==> src/verilog/clint_defines.svh <==
`ifndef CLINT_DEFINES_SVH
`define CLINT_DEFINES_SVH

// data path of the register port, one full 64-bit register per beat
`define CLINT_DATA_W 64
`define CLINT_STRB_W 8

// offset inside the CLINT window, base already stripped by the interconnect
`define CLINT_ADDR_W 16

// register map
`define CLINT_MTIMECMP_OFS 16'h4000
`define CLINT_MTIME_OFS    16'hBFF8

`endif

==> src/verilog/clint_pkg.sv <==
`include "clint_defines.svh"

package clint_pkg;

    typedef enum logic [1:0] {
        RESP_OKAY   = 2'b00,
        RESP_SLVERR = 2'b10
    } axi_resp_t;

    // strobed lanes take the new data, the others keep the old value
    function automatic logic [`CLINT_DATA_W-1:0] merge_bytes(
        input logic [`CLINT_DATA_W-1:0] old_val,
        input logic [`CLINT_DATA_W-1:0] wdata,
        input logic [`CLINT_STRB_W-1:0] wstrb
    );
        logic [`CLINT_DATA_W-1:0] merged;
        int                       i;
        merged = old_val;
        for (i = 0; i < `CLINT_STRB_W; i++)
        begin
            if (wstrb[i])
                merged[i*8 +: 8] = wdata[i*8 +: 8];
        end
        return merged;
    endfunction

endpackage

==> src/verilog/clint_reg_if.sv <==
`timescale 1ns/1ps
`include "clint_defines.svh"

interface clint_reg_if;

    // write enables, already decoded by the bus slave
    logic                     mtime_we;
    logic                     mtimecmp_we;

    // shared write payload
    logic [`CLINT_DATA_W-1:0] wdata;
    logic [`CLINT_STRB_W-1:0] wstrb;

    // current register contents
    logic [`CLINT_DATA_W-1:0] mtime;
    logic [`CLINT_DATA_W-1:0] mtimecmp;

    modport bus (
        output mtime_we, mtimecmp_we, wdata, wstrb,
        input  mtime, mtimecmp
    );

    modport timer (
        input  mtime_we, wdata, wstrb,
        output mtime
    );

    // the compare block also watches the running time
    modport cmp (
        input  mtimecmp_we, wdata, wstrb, mtime,
        output mtimecmp
    );

endinterface

==> src/verilog/clint_axi_slave.sv <==
`timescale 1ns/1ps
`include "clint_defines.svh"

module clint_axi_slave (
    input  logic                     clk,
    input  logic                     rst_n,
    input  logic [`CLINT_ADDR_W-1:0] awaddr,
    input  logic                     awvalid,
    output logic                     awready,
    input  logic [`CLINT_DATA_W-1:0] wdata,
    input  logic [`CLINT_STRB_W-1:0] wstrb,
    input  logic                     wvalid,
    output logic                     wready,
    output clint_pkg::axi_resp_t     bresp,
    output logic                     bvalid,
    input  logic                     bready,
    input  logic [`CLINT_ADDR_W-1:0] araddr,
    input  logic                     arvalid,
    output logic                     arready,
    output logic [`CLINT_DATA_W-1:0] rdata,
    output clint_pkg::axi_resp_t     rresp,
    output logic                     rvalid,
    input  logic                     rready,
    clint_reg_if.bus                 regs
);
    import clint_pkg::*;

    typedef enum logic [1:0] {
        IDLE,
        WDATA,
        BRESP,
        RRESP
    } state_t;

    state_t                   state;
    state_t                   state_nxt;
    logic [`CLINT_ADDR_W-1:0] awaddr_q;
    logic                     aw_fire;
    logic                     w_fire;
    logic                     b_fire;
    logic                     ar_fire;
    logic                     r_fire;
    logic                     wr_hit_mtime;
    logic                     wr_hit_cmp;

    // handshake outputs come straight from the state
    assign awready = (state == IDLE);
    // write wins when both address channels are valid in the same cycle
    assign arready = (state == IDLE) && !awvalid;
    assign wready  = (state == WDATA);
    assign bvalid  = (state == BRESP);
    assign rvalid  = (state == RRESP);

    assign aw_fire = awvalid && awready;
    assign w_fire  = wvalid && wready;
    assign b_fire  = bvalid && bready;
    assign ar_fire = arvalid && arready;
    assign r_fire  = rvalid && rready;

    always_comb
    begin
        state_nxt = state;
        case (state)
            IDLE:
            begin
                if (aw_fire)
                    state_nxt = WDATA;
                else if (ar_fire)
                    state_nxt = RRESP;
            end
            WDATA:
            begin
                if (w_fire)
                    state_nxt = BRESP;
            end
            BRESP:
            begin
                if (b_fire)
                    state_nxt = IDLE;
            end
            RRESP:
            begin
                if (r_fire)
                    state_nxt = IDLE;
            end
            default:
                state_nxt = IDLE;
        endcase
    end

    always_ff @(posedge clk or negedge rst_n)
    begin
        if (!rst_n)
            state <= IDLE;
        else
            state <= state_nxt;
    end

    always_ff @(posedge clk)
    begin
        if (aw_fire)
            awaddr_q <= awaddr;
    end

    // write decode against the latched write address
    assign wr_hit_mtime = (awaddr_q == `CLINT_MTIME_OFS);
    assign wr_hit_cmp   = (awaddr_q == `CLINT_MTIMECMP_OFS);

    // at most one enable, and only on the w transfer edge
    assign regs.mtime_we    = w_fire && wr_hit_mtime;
    assign regs.mtimecmp_we = w_fire && wr_hit_cmp;
    assign regs.wdata       = wdata;
    assign regs.wstrb       = wstrb;

    always_ff @(posedge clk or negedge rst_n)
    begin
        if (!rst_n)
            bresp <= RESP_OKAY;
        else if (w_fire)
            bresp <= (wr_hit_mtime || wr_hit_cmp) ? RESP_OKAY : RESP_SLVERR;
    end

    always_ff @(posedge clk or negedge rst_n)
    begin
        if (!rst_n)
            rresp <= RESP_OKAY;
        else if (ar_fire)
            rresp <= (araddr == `CLINT_MTIME_OFS || araddr == `CLINT_MTIMECMP_OFS) ?
                     RESP_OKAY : RESP_SLVERR;
    end

    // read decode uses the read address and is held until the r transfer
    always_ff @(posedge clk)
    begin
        if (ar_fire)
        begin
            case (araddr)
                // count as it stands after the ar edge, no write lands on this edge
                `CLINT_MTIME_OFS:    rdata <= regs.mtime + 1'b1;
                `CLINT_MTIMECMP_OFS: rdata <= regs.mtimecmp;
                default:             rdata <= '0;
            endcase
        end
    end

endmodule

==> src/verilog/clint_mtime.sv <==
`timescale 1ns/1ps
`include "clint_defines.svh"

module clint_mtime (
    input  logic       clk,
    input  logic       rst_n,
    clint_reg_if.timer regs
);
    import clint_pkg::*;

    logic [`CLINT_DATA_W-1:0] count_q;

    // free-running, a write replaces the increment on its edge
    always_ff @(posedge clk or negedge rst_n)
    begin
        if (!rst_n)
        begin
            count_q <= '0;
        end
        else if (regs.mtime_we)
        begin
            count_q <= merge_bytes(count_q, regs.wdata, regs.wstrb);
        end
        else
        begin
            count_q <= count_q + 1'b1;
        end
    end

    assign regs.mtime = count_q;

endmodule

==> src/verilog/clint_mtimecmp.sv <==
`timescale 1ns/1ps
`include "clint_defines.svh"

module clint_mtimecmp (
    input  logic     clk,
    input  logic     rst_n,
    output logic     timer_irq,
    clint_reg_if.cmp regs
);
    import clint_pkg::*;

    logic [`CLINT_DATA_W-1:0] cmp_val_q;
    logic                     cmp_q;
    logic                     cmp_prev_q;

    always_ff @(posedge clk or negedge rst_n)
    begin
        if (!rst_n)
            cmp_val_q <= '0;
        else if (regs.mtimecmp_we)
            cmp_val_q <= merge_bytes(cmp_val_q, regs.wdata, regs.wstrb);
    end

    assign regs.mtimecmp = cmp_val_q;

    // unsigned compare, registered once, then edge-detected
    always_ff @(posedge clk or negedge rst_n)
    begin
        if (!rst_n)
        begin
            cmp_q      <= 1'b0;
            cmp_prev_q <= 1'b0;
        end
        else
        begin
            cmp_q      <= (regs.mtime >= cmp_val_q);
            cmp_prev_q <= cmp_q;
        end
    end

    // one pulse per crossing, the level stays high while mtime is past the compare
    assign timer_irq = cmp_q && !cmp_prev_q;

endmodule

==> src/verilog/clint_top.sv <==
`timescale 1ns/1ps
`include "clint_defines.svh"

module clint_top (
    input  logic                     clk,
    input  logic                     rst_n,

    input  logic [`CLINT_ADDR_W-1:0] s_axi_awaddr,
    input  logic                     s_axi_awvalid,
    output logic                     s_axi_awready,

    input  logic [`CLINT_DATA_W-1:0] s_axi_wdata,
    input  logic [`CLINT_STRB_W-1:0] s_axi_wstrb,
    input  logic                     s_axi_wvalid,
    output logic                     s_axi_wready,

    output clint_pkg::axi_resp_t     s_axi_bresp,
    output logic                     s_axi_bvalid,
    input  logic                     s_axi_bready,

    input  logic [`CLINT_ADDR_W-1:0] s_axi_araddr,
    input  logic                     s_axi_arvalid,
    output logic                     s_axi_arready,

    output logic [`CLINT_DATA_W-1:0] s_axi_rdata,
    output clint_pkg::axi_resp_t     s_axi_rresp,
    output logic                     s_axi_rvalid,
    input  logic                     s_axi_rready,

    output logic                     timer_irq
);
    import clint_pkg::*;

    // decoded register access between the slave and both registers
    clint_reg_if regs_if ();

    clint_axi_slave axi_slave_i (
        .clk     (clk),
        .rst_n   (rst_n),
        .awaddr  (s_axi_awaddr),
        .awvalid (s_axi_awvalid),
        .awready (s_axi_awready),
        .wdata   (s_axi_wdata),
        .wstrb   (s_axi_wstrb),
        .wvalid  (s_axi_wvalid),
        .wready  (s_axi_wready),
        .bresp   (s_axi_bresp),
        .bvalid  (s_axi_bvalid),
        .bready  (s_axi_bready),
        .araddr  (s_axi_araddr),
        .arvalid (s_axi_arvalid),
        .arready (s_axi_arready),
        .rdata   (s_axi_rdata),
        .rresp   (s_axi_rresp),
        .rvalid  (s_axi_rvalid),
        .rready  (s_axi_rready),
        .regs    (regs_if.bus)
    );

    clint_mtime mtime_i (
        .clk   (clk),
        .rst_n (rst_n),
        .regs  (regs_if.timer)
    );

    clint_mtimecmp mtimecmp_i (
        .clk       (clk),
        .rst_n     (rst_n),
        .timer_irq (timer_irq),
        .regs      (regs_if.cmp)
    );

endmodule

==> config.mk <==
export PLATFORM = sky130hd
export DESIGN_NAME = clint_top
export DESIGN_NICKNAME = d
export VERILOG_FILES = /design/src/verilog/clint_pkg.sv /design/src/verilog/clint_reg_if.sv /design/src/verilog/clint_axi_slave.sv /design/src/verilog/clint_mtime.sv /design/src/verilog/clint_mtimecmp.sv /design/src/verilog/clint_top.sv
export VERILOG_INCLUDE_DIRS = /design/src /design/src/verilog
export SDC_FILE = /design/constraint.sdc
export NUM_CORES = 1
export LEC_CHECK = 0
export BUFFER_PORTS_ARGS = -buffer_cell sky130_fd_sc_hd__buf_2
export CORE_MARGIN = 10
export CORE_UTILIZATION = 55
export CTS_CLUSTER_SIZE = 16
export DETAILED_ROUTE_END_ITERATION = 16
export GPL_TIMING_DRIVEN = 1
export PLACE_DENSITY = 0.87
export SLEW_MARGIN = 20
export SYNTH_ARGS = -nofsm -noshare
export SYNTH_HDL_FRONTEND = slang
export SYNTH_SLANG_ARGS = --single-unit
==> constraint.sdc <==
create_clock -name clk -period 4.3 [get_ports clk]
set_input_delay 0.86 -clock clk [delete_from_list [all_inputs] [get_ports clk]]
set_output_delay 0.86 -clock clk [all_outputs]
set_load 0.005 [all_outputs]
==> results.txt <==
status: complete, no violations
share of cells above drive strength 1: 0.176
Mean Syn Cell Area: 9.33 um^2
Antenna Nets Post-Route: 0
first-pass GRT wire length: 54800 um
# nets final: 1627
clock buffer depth: 3
die area: 28300 um^2
via count: 10.6k
Skew-Pair Late Insertion Delay: 520 ps
Reg2Reg Depth: 6
Worst R2R End: mtime_i.regs.mtime[36]
I/O Buffers: 182
Layout area overhead: 15.9%
Worst Path Arrival: 3580 ps
Max-cap violations: 0
total gr overflow: 0
Sw Share: 0.234
Initial Utilization: 0.556
# rows: 54
Sw Pwr: 0.00109 W
R2R Setup Slk: 1130 ps
number of synthesized flops with an enable pin: 80
routability cong.: 0.939
setup bufs post-CTS: 0
antenna violations before repair: 10
mapped cell area: 12100 um^2
clock sinks: 214
CP endpoint kind: register
period utilisation layout: 0.737
clock power share: 0.433
worst hold slack: 386 ps
ys flop type: dfrtp_1
Seq cells post-synth: 214
Syn. warnings: 0
commonest cells after routing, fill and taps aside: 199 x nand2_1, 181 x buf_2, 169 x o21ai_0
endpoints failing hold: 0
total CTS buffers: 23
CTS tree: done
HP Class: in2async
register share of total power: 0.493
Worst setup SP type: register
combinational power share: 0.074
Cell variety after synth: 66
IO Pins: 185
CP Max Fanout: 34
Total GRT Usage: 0.234
gate count of the mapped netlist: 1293
H-tree depth: 1
LEAKAGE: 6.18 nW
Final Skew: 13.9 ps
WL per Instance: 19.4 um
CP required: 4710 ps
core area: 21700 um^2
power per cell area: 334 nW/um^2
clock root cell: clkbuf_16
dpl cells: 1706
pin count of the biggest net entering global routing: 89
vias in the first global route: 10.7k
setup violation total in the final timing report: 0
Reg-to-Reg Start: axi_slave_i.state[1]
Post-Layout Cell Count: 1752
final wirelength: 34000 um
setup TNS: 0 ps
# fillers: 1733
worst rel slew slack: 0.291
fin crit period: 3170 ps
Die Ht: 168 um
sequential fraction of the synthesis area: 0.477
DP HPWL: 24700 um
clock slew seen by the registers of the worst setup and hold paths: 60 ps
drt via density: 6.05
Critical Setup Path Class: reg2reg
1st-iter DRT viols: 1008
IR drop worst, VDD: 306 uV
internal power: 0.00358 W
Fmax: 316 MHz
commonest non-fill, non-tap cell in the layout: nand2_1
Die Wd: 168 um
DRC: 0
RSZ-0062 raised after global routing: no
Post-CTS Resized: 0
hold buffers post-CTS: 0
Worst-Margin Slew: 1050 ps
asr flop ratio synth: 0.626
Pre-antenna DRT Iters: 6
max-slew violations: 0
==> cell usage after synthesis, types with 3 or more instances <==
library cell,number,area share
o221a_2,7,0.0065
and2_1,12,0.0062
nor2b_1,4,0.0021
nand2b_1,5,0.0026
nand3b_1,3,0.0019
xor2_1,33,0.024
buf_4,4,0.0025
o22a_1,16,0.012
a221oi_1,6,0.0044
and3_1,16,0.0083
inv_1,79,0.025
a21oi_1,74,0.031
clkbuf_1,46,0.014
nand4_1,38,0.020
xnor2_1,29,0.021
nor2_1,70,0.022
edfxtp_1,80,0.20
nand3_1,33,0.014
a31oi_1,3,0.0016
o21a_1,18,0.011
nor4_1,15,0.0078
ha_1,65,0.067
o21ai_0,169,0.070
buf_2,9,0.0037
and4_1,10,0.0073
a311oi_1,11,0.0080
a211o_1,10,0.0073
o22ai_1,7,0.0036
dfrtp_1,134,0.28
a211oi_1,11,0.0068
and2_0,7,0.0036
a21o_1,13,0.0081
nand2_1,200,0.062
nor3_1,13,0.0054
==> flip-flops by register name, summed over array words and instances, names as in the netlist, 2 cells and up <==
| register | count |
|---|---|
| mtimecmp_i.regs.mtimecmp | 64 |
| mtime_i.regs.mtime | 64 |
| axi_slave_i.rdata | 64 |
| axi_slave_i.awaddr_q | 16 |
| axi_slave_i.state | 2 |
==> cells by family after synthesis <==
kind of cell	synth area share
DFF	0.477
adders and majority gates	0.0674
AOI/OAI and AO/OA	0.177
xor gates and xnor gates	0.0450
other	0.000311
muxes	0.00259
and+or+nand+nor	0.184
buffers and inverters	0.0462
==> layer usage <==
metal	routed length [um]	GRT usage
met1	13700	0.295
met2	16000	0.377
met3	3100	0.0603
met4	1110	0.0889
met5	70	0
==> worst max-delay path: stages, from the launching register on <==
cell	delay [ps]
dfrtp_1	490
nand3b_1	280
nor4_2	710
nand2_2	610
nor2_1	600
a21oi_1	90
o221a_2	260
==> power by group through the flow <==
stage               combinational [W]  sequential (W)  clock (W)
finish                       0.000344         0.00231    0.00202
global route                 0.000388         0.00232    0.00213
CTS                          0.000350         0.00231    0.00204
detailed placement           0.000349         0.00234          0
global placement             0.000340         0.00234          0
floorplan                    0.000156         0.00232          0
==> stage by stage <==
stage / setup WS, ps / total power [W] / util / instance area (um^2)
floorplan: 1210 / 0.00248 / - / 12100
finish: 1130 / 0.00467 / 0.645 / 14000
CTS: 1190 / 0.00469 / 0.645 / 14000
global route: 896 / 0.00484 / 0.645 / 14000
global placement: 982 / 0.00268 / 0.610 / 13200
detailed placement: 833 / 0.00269 / 0.610 / 13200
==> area by class of cell <==
cell class	instances	area, um^2	share of cell area
Multi-Input combinational cell	939	5780	0.413
Sequential cell	214	5760	0.411
Timing Repair Buffer	194	1040	0.0744
Clock buffer	33	633	0.0452
Tap cell	280	350	0.0250
Inverter	79	297	0.0212
Clock inverter	9	124	0.00885
Antenna cell	4	10.0	0.000715
==> worst max-delay path by stage <==
stage,startpoint,end,depth (start not counted)
after global placement,s_axi_wvalid,mtime_i.regs.mtime[38],7
after floorplan,s_axi_awvalid,axi_slave_i.rdata[0],2
after detailed placement,s_axi_wvalid,mtime_i.regs.mtime[36],7
after CTS,axi_slave_i.state[1],mtime_i.regs.mtime[36],6
final,axi_slave_i.state[1],mtime_i.regs.mtime[36],6
after global routing,axi_slave_i.state[1],mtime_i.regs.mtime[36],6
No activity file was read; power rests on OpenSTA's default activity.
